--- src/dc_pkg.sv ---
`default_nettype none

package dc_pkg;

  localparam int crt_w = 128;          // one frame-buffer word.
  localparam int pix_w = 24;           // one rgb pixel.

  localparam int h_active = 64;
  localparam int h_total = 80;
  localparam int v_active = 8;
  localparam int v_total = 10;
  localparam int v_sync_lines = 1;     // vsync low at the start of vertical blank.

  localparam int h_cnt_w = $clog2(h_total);
  localparam int v_cnt_w = $clog2(v_total);

  localparam int fifo_depth = 16;
  localparam int fifo_ptr_w = $clog2(fifo_depth);
  localparam int fifo_lvl_w = 5;
  localparam int prefill_lvl = 8;      // words needed before the display reset drops.

  typedef logic [crt_w-1:0] crt_word_t;
  typedef logic [pix_w-1:0] pixel_t;

  // codes 0 and 3 both select 32 bits per pixel.
  typedef enum logic [1:0] {
    bpp_32    = 2'd0,
    bpp_8     = 2'd1,
    bpp_16    = 2'd2,
    bpp_32_hi = 2'd3
  } bpp_t;

endpackage

`default_nettype wire
--- src/dc_top.sv ---
`default_nettype none

module dc_top import dc_pkg::*; (
  input  wire logic        pixclock,
  input  wire logic        hnreset,
  input  wire logic        wr,
  input  wire crt_word_t   wdata,
  input  wire bpp_t        bpp,
  input  wire logic        vga_en,
  input  wire logic [7:0]  vga_din,
  input  wire logic [9:0]  ff_stp,
  input  wire logic [9:0]  ff_rls,
  input  wire logic [10:0] ovtl_y,
  input  wire logic [10:0] ovbr_y,
  output pixel_t           datdc_out,
  output logic             blank_out,
  output logic             underrun,
  output logic             full
);

  crt_word_t             rdata;
  logic                  empty;
  logic [fifo_lvl_w-1:0] level;
  logic                  pop;
  logic                  vsync;
  logic                  cblank;
  logic                  rsuppr;
  logic                  frame_start;
  logic                  dcnreset;

  dc_pix_fifo u_fifo (
    .pixclock (pixclock),
    .hnreset  (hnreset),
    .wr       (wr),
    .wdata    (wdata),
    .pop      (pop),
    .rdata    (rdata),
    .full     (full),
    .empty    (empty),
    .level    (level)
  );

  dc_raster_timer u_raster (
    .pixclock    (pixclock),
    .hnreset     (hnreset),
    .vsync       (vsync),
    .cblank      (cblank),
    .rsuppr      (rsuppr),
    .frame_start (frame_start)
  );

  dc_frame_ctl u_frame (
    .pixclock    (pixclock),
    .hnreset     (hnreset),
    .frame_start (frame_start),
    .cblank      (cblank),
    .pop         (pop),
    .empty       (empty),
    .level       (level),
    .dcnreset    (dcnreset),
    .underrun    (underrun)
  );

  dc_adout u_adout (
    .pixclock  (pixclock),
    .hnreset   (hnreset),
    .dcnreset  (dcnreset),
    .vsync     (vsync),
    .cblank    (cblank),
    .rsuppr    (rsuppr),
    .ff_stp    (ff_stp),
    .ff_rls    (ff_rls),
    .ovtl_y    (ovtl_y),
    .ovbr_y    (ovbr_y),
    .bpp       (bpp),
    .crt_data  (rdata),
    .vga_din   (vga_din),
    .vga_en    (vga_en),
    .datdc_out (datdc_out),
    .pop       (pop),
    .blank_out (blank_out)
  );

endmodule

`default_nettype wire

--- src/dc_adout.sv ---
`default_nettype none

module dc_adout import dc_pkg::*; (
  input  wire logic        pixclock,
  input  wire logic        hnreset,
  input  wire logic        dcnreset,
  input  wire logic        vsync,
  input  wire logic        cblank,
  input  wire logic        rsuppr,
  input  wire logic [9:0]  ff_stp,
  input  wire logic [9:0]  ff_rls,
  input  wire logic [10:0] ovtl_y,
  input  wire logic [10:0] ovbr_y,
  input  wire bpp_t        bpp,
  input  wire crt_word_t   crt_data,
  input  wire logic [7:0]  vga_din,
  input  wire logic        vga_en,
  output pixel_t           datdc_out,
  output logic             pop,
  output logic             blank_out
);

  logic [3:0]  counter;      // byte position inside the current word.
  logic [3:0]  inc;
  logic [3:0]  out_sel0;
  logic [1:0]  out_sel;
  logic [2:0]  blank_dly;
  logic [11:0] lcount;
  logic [9:0]  pcount;
  logic        hdisbl;
  logic        vdisbl;
  crt_word_t   word_q;
  logic [31:0] crt_dat;
  logic [7:0]  vga_store;
  logic [11:0] ff_yrls;
  logic        active;

  assign active    = !(hdisbl && vdisbl && cblank && rsuppr);
  assign pop       = dcnreset && cblank && active && (counter == 4'd0);
  assign ff_yrls   = {1'b0, ovbr_y} + 12'd1;
  assign blank_out = blank_dly[2];

  always_ff @(posedge pixclock or negedge hnreset) begin
    if (!hnreset) begin
      inc <= 4'd0;
    end else if (active) begin
      case (bpp)
        bpp_8:            inc <= 4'd1;
        bpp_16:           inc <= 4'd2;
        bpp_32, bpp_32_hi: inc <= 4'd4;
        default:          inc <= 4'd4;
      endcase
    end
  end

  always_ff @(posedge pixclock or negedge hnreset) begin
    if (!hnreset) begin
      counter <= 4'd0;
    end else if (!dcnreset || !(vsync && cblank)) begin
      counter <= 4'd0;
    end else if (active) begin
      counter <= counter + inc;   // wraps to zero at the end of a word.
    end
  end

  // popped word is held here since the FIFO head moves on the same edge.
  always_ff @(posedge pixclock) begin
    if (!dcnreset) begin
      word_q  <= '0;
      crt_dat <= '0;
    end else begin
      if (pop) begin
        word_q <= crt_data;
      end
      crt_dat <= word_q[out_sel0[3:2]*32 +: 32];
    end
  end

  always_ff @(posedge pixclock or negedge hnreset) begin
    if (!hnreset) begin
      blank_dly <= '0;
      out_sel0  <= '0;
      out_sel   <= '0;
      lcount    <= '0;
      pcount    <= '0;
      hdisbl    <= 1'b0;
      vdisbl    <= 1'b0;
    end else if (!dcnreset) begin
      blank_dly <= '0;
      out_sel0  <= '0;
      out_sel   <= '0;
      lcount    <= '0;
      pcount    <= '0;
      hdisbl    <= 1'b0;
      vdisbl    <= 1'b0;
    end else begin
      blank_dly <= {blank_dly[1:0], cblank};   // matches the three-stage data path.
      out_sel0  <= counter;
      out_sel   <= out_sel0[1:0];
      if (!(vsync && rsuppr)) begin
        lcount <= '0;
      end else if (blank_dly[0] && !cblank) begin
        lcount <= lcount + 12'd1;              // counted at each line end.
      end
      if (!(vsync && cblank && rsuppr)) begin
        pcount <= '0;
      end else if (pop) begin
        pcount <= pcount + 10'd1;
      end
      if (pcount == ff_stp) begin
        hdisbl <= 1'b1;
      end else if ((pcount == ff_rls) || !cblank) begin
        hdisbl <= 1'b0;
      end
      if (lcount == {1'b0, ovtl_y}) begin
        vdisbl <= 1'b1;
      end else if ((lcount == ff_yrls) || !vsync) begin
        vdisbl <= 1'b0;
      end
    end
  end

  always_ff @(posedge pixclock or negedge hnreset) begin
    if (!hnreset) begin
      vga_store <= 8'h0;
      datdc_out <= '0;
    end else begin
      vga_store <= vga_din;
      if (vga_en) begin
        datdc_out <= {3{vga_store}};
      end else begin
        case (bpp)
          bpp_8:   datdc_out <= {3{crt_dat[out_sel*8 +: 8]}};
          bpp_16:  datdc_out <= {8'h0, crt_dat[out_sel[1]*16 +: 16]};
          default: datdc_out <= crt_dat[23:0];
        endcase
      end
    end
  end

endmodule

`default_nettype wire

--- src/dc_frame_ctl.sv ---
`default_nettype none

module dc_frame_ctl import dc_pkg::*; (
  input  wire logic                  pixclock,
  input  wire logic                  hnreset,
  input  wire logic                  frame_start,
  input  wire logic                  cblank,
  input  wire logic                  pop,
  input  wire logic                  empty,
  input  wire logic [fifo_lvl_w-1:0] level,
  output logic                       dcnreset,
  output logic                       underrun
);

  typedef enum logic [1:0] {
    st_idle,
    st_prefill,
    st_display,
    st_underrun
  } state_t;

  state_t state_q;
  state_t state_d;

  always_comb begin
    state_d = state_q;
    case (state_q)
      st_idle:     if (frame_start) state_d = st_prefill;
      // release only in blanking so no line starts half drawn.
      st_prefill:  if ((level >= fifo_lvl_w'(prefill_lvl)) && !cblank) state_d = st_display;
      st_display:  if (pop && empty) state_d = st_underrun;
      st_underrun: if (frame_start) state_d = st_prefill;
      default:     state_d = st_idle;
    endcase
  end

  always_ff @(posedge pixclock or negedge hnreset) begin
    if (!hnreset) begin
      state_q <= st_idle;
    end else begin
      state_q <= state_d;
    end
  end

  assign dcnreset = (state_q == st_display) || (state_q == st_underrun);
  assign underrun = (state_q == st_underrun);   // sticky until the next frame.

endmodule

`default_nettype wire

--- src/dc_raster_timer.sv ---
`default_nettype none

module dc_raster_timer import dc_pkg::*; (
  input  wire logic pixclock,
  input  wire logic hnreset,
  output logic      vsync,
  output logic      cblank,
  output logic      rsuppr,
  output logic      frame_start
);

  logic [h_cnt_w-1:0] hcnt;
  logic [v_cnt_w-1:0] vcnt;
  logic               line_end;
  logic               frame_end;
  logic               in_vsync;

  assign line_end  = (hcnt == h_cnt_w'(h_total - 1));
  assign frame_end = (vcnt == v_cnt_w'(v_total - 1));
  assign in_vsync  = (vcnt >= v_cnt_w'(v_active)) &&
                     (vcnt < v_cnt_w'(v_active + v_sync_lines));

  always_ff @(posedge pixclock or negedge hnreset) begin
    if (!hnreset) begin
      hcnt <= '0;
      vcnt <= '0;
    end else if (line_end) begin
      hcnt <= '0;
      if (frame_end) begin
        vcnt <= '0;
      end else begin
        vcnt <= vcnt + 1'b1;
      end
    end else begin
      hcnt <= hcnt + 1'b1;
    end
  end

  // outputs trail the counters by one cycle, all of them alike.
  always_ff @(posedge pixclock or negedge hnreset) begin
    if (!hnreset) begin
      vsync       <= 1'b1;
      cblank      <= 1'b0;
      rsuppr      <= 1'b0;
      frame_start <= 1'b0;
    end else begin
      vsync       <= !in_vsync;
      rsuppr      <= (vcnt < v_cnt_w'(v_active));
      cblank      <= (vcnt < v_cnt_w'(v_active)) &&
                     (hcnt < h_cnt_w'(h_active));   // high means display.
      frame_start <= (hcnt == '0) && (vcnt == '0);
    end
  end

endmodule

`default_nettype wire

--- src/dc_pix_fifo.sv ---
`default_nettype none

module dc_pix_fifo import dc_pkg::*; (
  input  wire logic                  pixclock,
  input  wire logic                  hnreset,
  input  wire logic                  wr,
  input  wire crt_word_t             wdata,
  input  wire logic                  pop,
  output crt_word_t                  rdata,
  output logic                       full,
  output logic                       empty,
  output logic [fifo_lvl_w-1:0]      level
);

  crt_word_t             mem [fifo_depth];
  logic [fifo_ptr_w-1:0] wr_ptr;
  logic [fifo_ptr_w-1:0] rd_ptr;
  logic                  do_wr;
  logic                  do_rd;

  assign full  = (level == fifo_lvl_w'(fifo_depth));
  assign empty = (level == '0);
  assign do_wr = wr && !full;      // a write while full is lost.
  assign do_rd = pop && !empty;
  assign rdata = mem[rd_ptr];      // head word is always visible.

  always_ff @(posedge pixclock) begin
    if (do_wr) begin
      mem[wr_ptr] <= wdata;
    end
  end

  always_ff @(posedge pixclock or negedge hnreset) begin
    if (!hnreset) begin
      wr_ptr <= '0;
      rd_ptr <= '0;
      level  <= '0;
    end else begin
      if (do_wr) begin
        wr_ptr <= wr_ptr + 1'b1;   // depth is a power of two, so this wraps.
      end
      if (do_rd) begin
        rd_ptr <= rd_ptr + 1'b1;
      end
      case ({do_wr, do_rd})
        2'b10:   level <= level + 1'b1;
        2'b01:   level <= level - 1'b1;
        default: level <= level;
      endcase
    end
  end

endmodule

`default_nettype wire

--- config.mk ---
export PLATFORM = sky130hd
export DESIGN_NAME = dc_top
export DESIGN_NICKNAME = d
export VERILOG_FILES = /design/src/dc_pkg.sv /design/src/dc_top.sv /design/src/dc_adout.sv /design/src/dc_frame_ctl.sv /design/src/dc_raster_timer.sv /design/src/dc_pix_fifo.sv
export SDC_FILE = /design/constraint.sdc
export NUM_CORES = 2
export LEC_CHECK = 0
export ABC_AREA = 1
export CORE_ASPECT_RATIO = 0.7
export CORE_MARGIN = 10
export CORE_UTILIZATION = 31
export DETAILED_ROUTE_END_ITERATION = 6
export DONT_BUFFER_PORTS = 1
export PLACE_DENSITY = 0.5
export SYNTH_ARGS = -nofsm -noshare
export SYNTH_HDL_FRONTEND = slang
export SYNTH_HIERARCHICAL = 1
export SYNTH_SLANG_ARGS = --single-unit
--- constraint.sdc ---
create_clock -name pixclock -period 9.6 [get_ports pixclock]
set_input_delay 1.44 -clock pixclock [delete_from_list [all_inputs] [get_ports pixclock]]
set_output_delay 1.44 -clock pixclock [all_outputs]
set_load 0.1 [all_outputs]
# Word level (Yosys, flattened, before mapping)
# Memories as Yosys holds them, arrays and structs flattened. A register that Yosys moved wholly into a read port is not among the register bits.
# Index checks and enable logic that the tools add are counted.
[word_totals] regBits=135 ram_bits=2048 output_inout_bits=27 word_cells=133 mem_count=1
[classes] addsub=10 order_cmp=5 eq_ne=23 shift=3 n_mux=29 n_reduce_logical=40
[mem_list] memory="u_fifo.mem" words=16 word_bits=128 read_ports=1 rd_ports_with_merged_regs=1 wr=1 line="dc_pix_fifo.sv:15" text="crt_word_t mem [fifo_depth];"
[op_table] cell="indexed part select 128 x 8 -> 32 bit" count=1
[op_table] cell="one-hot mux 24 bit (2 select lines)" count=1
[op_table] cell="two-way mux 12 bit" count=3
[op_table] cell="indexed part select 32 x 6 -> 16 bit" count=1
[op_table] cell="indexed part select 32 x 6 -> 8 bit" count=1
[op_table] cell="two-way mux 10 bit" count=3
[op_table] cell="two-way mux 24 bit" count=1
[op_table] cell="equality test 10 bit" count=2
[op_table] cell="logical AND 1 bit" count=17
[op_table] cell="two-way mux 4 bit" count=4
[op_table] cell="adder 11 x 1 -> 12 bit (second input constant)" count=1
[op_table] cell="adder 12 x 1 -> 12 bit (second input constant)" count=1
[op_table] cell="adder 4 x 1 -> 4 bit (second input constant)" count=3
[op_table] cell="equality test 12 x 11 -> 1 bit" count=1
[op_table] cell="equality test 12 bit" count=1
[op_table] cell="!= test 3 bit (second input constant)" count=4
[op_table] cell="one-hot mux 4 bit (3 select lines)" count=1
[op_table] cell="adder 10 x 1 -> 10 bit (second input constant)" count=1
[op_table] cell="equality test 2 bit (second input constant)" count=5
[op_table] cell="one-hot mux 5 bit (2 select lines)" count=1
[op_table] cell="logical NOT 1 bit" count=9
[op_table] cell="logical NOT 4 bit" count=2
[op_table] cell="less-than comparator 4 bit (second input constant)" count=2
[op_table] cell="two-way mux 1 bit" count=8
[op_table] cell="other kinds (24)" count=36

# Logic depth before layout (Yosys ltp)
[depth] ltp_word=9 ltp_mapped=21 mapped_depth_nobuf=20

# By module
# The synthesis kept the hierarchy.
[by_module_without_submodules] module="dc_pix_fifo" n_inst=1 cells_each=8055 area_per_inst_um2=85816.1 seq_area_each_um2=61824.3
[by_module_without_submodules] module="dc_adout" n_inst=1 cells_each=1392 area_per_inst_um2=10403.7 seq_area_each_um2=5004.8
[by_module_without_submodules] module="dc_raster_timer" n_inst=1 cells_each=78 area_per_inst_um2=713.2 seq_area_each_um2=376.6
[by_module_without_submodules] module="dc_frame_ctl" n_inst=1 cells_each=25 area_per_inst_um2=170.2 seq_area_each_um2=50.0

# Worst setup path after synthesis
# No wires, ideal clock.
[synth_path] path_type="input to register" startpoint="input port wr" endpoint="memory u_fifo/mem[0][0] (netlist name) (enable)" t_arrival_ps=7155 setup_slack_ps=1828 stages=4 n_path_buf=0 cell_sequence="nand2_1 inv_1 nand2_1 nor2_1"
[synth_between] elab_chain_len=3
[synth_lines] element="start: declaration" line="dc_top.sv:6" text="input wire logic wr,"
[synth_lines] element="logical AND 1 bit" line="dc_pix_fifo.sv:23" text="assign do_wr = wr && !full;"
[synth_lines] element="two-way mux 1 bit" line="dc_pix_fifo.sv:28" text="if (do_wr) begin"
[synth_lines] element="two-way mux 1 bit (not written as such)" line="dc_pix_fifo.sv:29" text="mem[wr_ptr] <= wdata;"
[synth_lines] element="end: declaration" line="dc_pix_fifo.sv:15"
# Every way passes these cells.

==> flow_summary.html <==
<table>
<tr><th>Metric</th><th>Value</th></tr>
<tr><th colspan="2">Status</th></tr>
<tr><td>Status</td><td>complete, no violations</td></tr>
<tr><th colspan="2">CTS</th></tr>
<tr><td>Sinks on the clock net</td><td>2310</td></tr>
<tr><td>Post-CTS sizing</td><td>0</td></tr>
<tr><td>Post-CTS setup-driven buffer insertion count</td><td>0</td></tr>
<tr><td>Clock insertion delay at the later pin of the skew report</td><td>920 ps</td></tr>
<tr><td>TritonCTS clock tree</td><td>done</td></tr>
<tr><td>Clock tree root buffer cell</td><td>clkbuf_16</td></tr>
<tr><td>Maximum buffer depth of the clock tree</td><td>4</td></tr>
<tr><td>Clock-pin slew reported for the worst setup and hold paths after clock tree synthesis</td><td>70 ps</td></tr>
<tr><td>Count of hold-fix buffers inserted at cts</td><td>0</td></tr>
<tr><td>H-tree level count</td><td>4</td></tr>
<tr><td>TritonCTS buffer count</td><td>225</td></tr>
<tr><th colspan="2">Placement</th></tr>
<tr><td>Global placer's final weighted congestion</td><td>0.826</td></tr>
<tr><td>Placed standard-cell area</td><td>101000 um2</td></tr>
<tr><td>Half-perimeter wire length of the detailed placement result</td><td>162000 um</td></tr>
<tr><td>Count of port buffers added during placement</td><td>0</td></tr>
<tr><th colspan="2">Cells and area</th></tr>
<tr><td>Most used cells in the layout excluding fill and tap cells</td><td>nand2_1, edfxtp_1, nor2_1</td></tr>
<tr><td>Area of all placed cells without fillers</td><td>109000 um2</td></tr>
<tr><td>Layout-stage area growth over the synthesis result</td><td>11.8%</td></tr>
<tr><td>Fraction of final layout cells with drive strength greater than 1</td><td>4.85%</td></tr>
<tr><td>Sequential Area</td><td>67300 um2</td></tr>
<tr><td>Filler Cell Count</td><td>30.9k</td></tr>
<tr><td>Most common library cell in the layout ignoring fill and taps</td><td>nand2_1</td></tr>
<tr><td>Total area of multi-input combinational cells</td><td>24300 um2</td></tr>
<tr><td>Number of nets in the layout</td><td>9609</td></tr>
<tr><th colspan="2">Route</th></tr>
<tr><td>Detailed-route vias per instance</td><td>4.72</td></tr>
<tr><td>Iteration-0 DRC count of the detailed router</td><td>7040</td></tr>
<tr><td>Uppermost routed layer</td><td>met5</td></tr>
<tr><td>Routed Antenna Nets</td><td>0</td></tr>
<tr><td>Routed length on met3</td><td>25800 um</td></tr>
<tr><td>Routed wl met2</td><td>130000 um</td></tr>
<tr><td>Routed length on met1</td><td>140000 um</td></tr>
<tr><td>Drt first pass iters</td><td>6</td></tr>
<tr><td>Drt wl/cell</td><td>22.0 um</td></tr>
<tr><td>Vias after detailed routing</td><td>64.9k</td></tr>
<tr><td>DR DRC count</td><td>0</td></tr>
<tr><td>Final WL</td><td>303000 um</td></tr>
<tr><th colspan="2">Power</th></tr>
<tr><td>Net switching component of the power</td><td>5.33 mW</td></tr>
<tr><td>Power per cell area</td><td>206 nW/um2</td></tr>
<tr><td>Logic gate share of total power</td><td>6.6%</td></tr>
<tr><td>Share of power burned in the clock network</td><td>39.7%</td></tr>
<tr><td>Internal</td><td>17.1 mW</td></tr>
<tr><td>Switching share of power</td><td>23.8%</td></tr>
<tr><td>Leakage</td><td>41.6 nW</td></tr>
<tr><td>VDD IR-drop max</td><td>0.176 mV</td></tr>
<tr><td>Sequential share of power</td><td>53.6%</td></tr>
<tr><th colspan="2">Floorplanning</th></tr>
<tr><td>Horizontal die dimension</td><td>689 um</td></tr>
<tr><td>Die area</td><td>336000 um2</td></tr>
<tr><td>Top-level port count</td><td>211</td></tr>
<tr><td>Initial core utilization</td><td>31.2%</td></tr>
<tr><td>Die Height</td><td>488 um</td></tr>
<tr><td>Area of the core</td><td>311000 um2</td></tr>
<tr><td>Std cell rows</td><td>171</td></tr>
<tr><th colspan="2">STA</th></tr>
<tr><td>Fin Setup TNS</td><td>0 ps</td></tr>
<tr><td>Worst max-slew margin expressed relative to the limit</td><td>10.1%</td></tr>
<tr><td>Fin Clk Skew</td><td>120 ps</td></tr>
<tr><td>Ratio of final minimum period to clock period</td><td>47.2%</td></tr>
<tr><td>Maximum clock frequency</td><td>221 MHz</td></tr>
<tr><td>Unrepaired setup endpoints after global routing</td><td>false</td></tr>
<tr><td>Actual slew at the worst max-slew pin</td><td>1330 ps</td></tr>
<tr><td>Post-layout min period</td><td>4530 ps</td></tr>
<tr><td>Fin. max-slew vios</td><td>0</td></tr>
<tr><td>Number of hold-slack violations in the final timing report</td><td>0</td></tr>
<tr><td>Final setup violation count</td><td>0</td></tr>
<tr><th colspan="2">Setup path</th></tr>
<tr><td>Type of the worst setup path</td><td>reg -&gt; reg</td></tr>
<tr><td>Highest fanout seen on the critical path</td><td>53</td></tr>
<tr><td>Arrival time of data at the critical path endpoint</td><td>5260 ps</td></tr>
<tr><td>Worst Setup End Kind</td><td>register</td></tr>
<tr><td>Category of the worst setup path launch point</td><td>register</td></tr>
<tr><td>Data required time of the critical path</td><td>10330 ps</td></tr>
<tr><td>Crit-path cells</td><td>buf_4, nor2_4, buf_4, nand3_1, nand2_1, nor2_1, nand2_1, nand2_1, o21ai_0, a21oi_1</td></tr>
<tr><td>Slowest cell on crit path</td><td>o21ai_0</td></tr>
<tr><td>Largest incremental delay on the critical path</td><td>1080 ps</td></tr>
<tr><td>CP most frequent cell</td><td>nand2_1</td></tr>
<tr><th colspan="2">Logic synthesis</th></tr>
<tr><td>Synth top area share</td><td>63.3%</td></tr>
<tr><td>Net count after synthesis</td><td>9760</td></tr>
<tr><td>Count of distinct cell types in the synthesized netlist</td><td>49</td></tr>
<tr><td>Yosys Warn Count</td><td>6</td></tr>
<tr><td>Library cell with the largest summed area after synthesis</td><td>edfxtp_1</td></tr>
<tr><td>Number of flops mapped to enable cells by yosys</td><td>2048</td></tr>
<tr><td>Largest cells by area after synthesis</td><td>edfxtp_1, nand2_1, nor2_1, nand3_1, inv_1</td></tr>
<tr><td>Sequential fraction of the synthesis area</td><td>69.3%</td></tr>
<tr><td>Seq cells post-synth</td><td>2310</td></tr>
<tr><td>Post-Syn Instances</td><td>9550</td></tr>
<tr><td>Async S/R FF share, synth</td><td>4.42%</td></tr>
<tr><td>Netlist area before placement</td><td>97100 um2</td></tr>
<tr><td>Prevailing post-synth register cell</td><td>edfxtp_1</td></tr>
<tr><td>Mapped Avg Cell Area</td><td>10.2 um2</td></tr>
<tr><th colspan="2">Hold path</th></tr>
<tr><td>Min-delay worst type</td><td>in -&gt; async</td></tr>
<tr><th colspan="2">Global routing</th></tr>
<tr><td>Number of antenna violations at the first check in global routing</td><td>27</td></tr>
<tr><td>Via count of the first global-routing pass</td><td>60.3k</td></tr>
<tr><td>Sum of overflow across all layers after global routing</td><td>0</td></tr>
<tr><td>GRT Util Overall</td><td>17.3%</td></tr>
<tr><td>Wire length of the first global-routing pass</td><td>434000 um</td></tr>
<tr><td>Largest net degree at the start of global routing</td><td>199</td></tr>
<tr><th colspan="2">Run</th></tr>
<tr><td>MaxCap Viol Count</td><td>0</td></tr>
</table>
[worst paths after layout]
| check | from | endpoint | slack (ps) | cells past startpoint |
|---|---|---|---|---|
| setup / recovery | u_fifo/rd_ptr[1] | u_adout/word_q[53] | 5070 | 10 |
| hold / removal | hnreset | u_adout/vga_store[6] | 280 | 0 |
| setup reg to reg | u_fifo/rd_ptr[1] | u_adout/word_q[53] | 5070 | 10 |
| hold reg to reg | u_adout/out_sel0[1] | u_adout/out_sel[1] | 440 | 2 |
| max in group asynchronous | hnreset | u_adout/out_sel0[2] | 9020 | 0 |
| min in group pixclock | u_adout/out_sel0[1] | u_adout/out_sel[1] | 440 | 2 |
[per-stage QoR]
stage / cells / power (mW) / hold WS (ps) / setup WS [ps] / util, %
2_1_floorplan: 9550 / 13.1 / 413 / 1830 / -
3_3_place_gp: 13324 / 13.7 / 423 / 4980 / 32.6
3_5_place_dp: 13324 / 13.7 / 426 / 4930 / 32.6
4_1_cts: 13731 / 22.6 / 185 / 5260 / 34.9
5_1_grt: 13734 / 23.2 / 200 / 4960 / 34.9
6_report: 13741 / 22.4 / 283 / 5070 / 34.9
[worst max-delay path: cells and delay by family, from the launching register on]
kind	cells	cell delay [ps]
simple gates	6	1100
flops	1	750
compound gates	2	1210
buf+inv	2	1190
[cells by family (layout without fill, tap and decap cells)]
group                      after synthesis  after routing  share of synthesized area [%]
AOI/OAI and AO/OA                      437            437                           2.34
xor gates and xnor gates                41             41                          0.378
adders and majority gates               26             26                          0.350
buffers and inverters                 1389           1418                           5.81
DFF                                   2310           2310                           69.3
other                                    0             10                              0
and+or+nand+nor                       5347           5347                           21.9
[synth_stat cells, types with 3 or more instances]
library cell,count
a211oi_1,3
a21oi_1,124
buf_1,20
buf_2,294
buf_4,11
clkbuf_1,147
clkbuf_2,4
dfrtp_1,101
dfxtp_1,160
edfxtp_1,2048
ha_1,24
inv_1,906
nand2_1,3412
nand3_1,805
nand4_1,6
nor2_1,1094
nor3_1,10
o211ai_1,11
o21a_1,9
o21ai_0,256
o21ai_1,23
o22ai_1,4
or2_2,4
xnor2_1,12
xor2_1,28
[per-layer routing]
| layer | up-vias | global-route usage (%) |
|---|---|---|
| met3 | 355 | 3.81 |
| met5 | - | 0 |
| met1 | 31607 | 25.5 |
| met2 | 2217 | 26.0 |
| li1 | 30697 | - |
| met4 | 4 | 3.93 |
[power by group through the flow]
stage / combinational (mW) / sequential, mW / clock [mW]
after floorplan: 0.747 / 12.4 / 0
after global placement: 1.50 / 12.2 / 0
after detailed placement: 1.51 / 12.2 / 0
after CTS: 1.51 / 12.0 / 9.10
after global routing: 1.62 / 12.1 / 9.50
final: 1.49 / 12.0 / 8.91
[sequential cells by signal, summed over array words and instances (netlist names), 2 cells and up]
register / count
u_adout/word_q: 128
u_fifo/mem: 2048
u_raster/vcnt: 4
u_fifo/wr_ptr: 4
u_adout/inc: 3
u_fifo/rd_ptr: 4
u_adout/crt_dat: 32
u_adout/datdc_out: 24
u_adout/counter: 4
u_adout/vga_store: 8
u_fifo/level: 5
u_adout/lcount: 12
u_raster/hcnt: 7
u_adout/out_sel0: 4
u_frame/state_q: 2
u_adout/blank_dly: 3
u_adout/out_sel: 2
u_adout/pcount: 10
[cell type report]
cell class | count | share of cell area [%]
Timing Repair Buffer | 100 | 0.979
Clock inverter | 116 | 1.03
Clock buffer | 291 | 5.64
Inverter | 911 | 3.19
Antenna cell | 10 | 0.0230
Sequential cell | 2310 | 61.9
Multi-Input combinational cell | 5851 | 22.4
Tap cell | 4152 | 4.78
(Power assumes the default switching activity.)
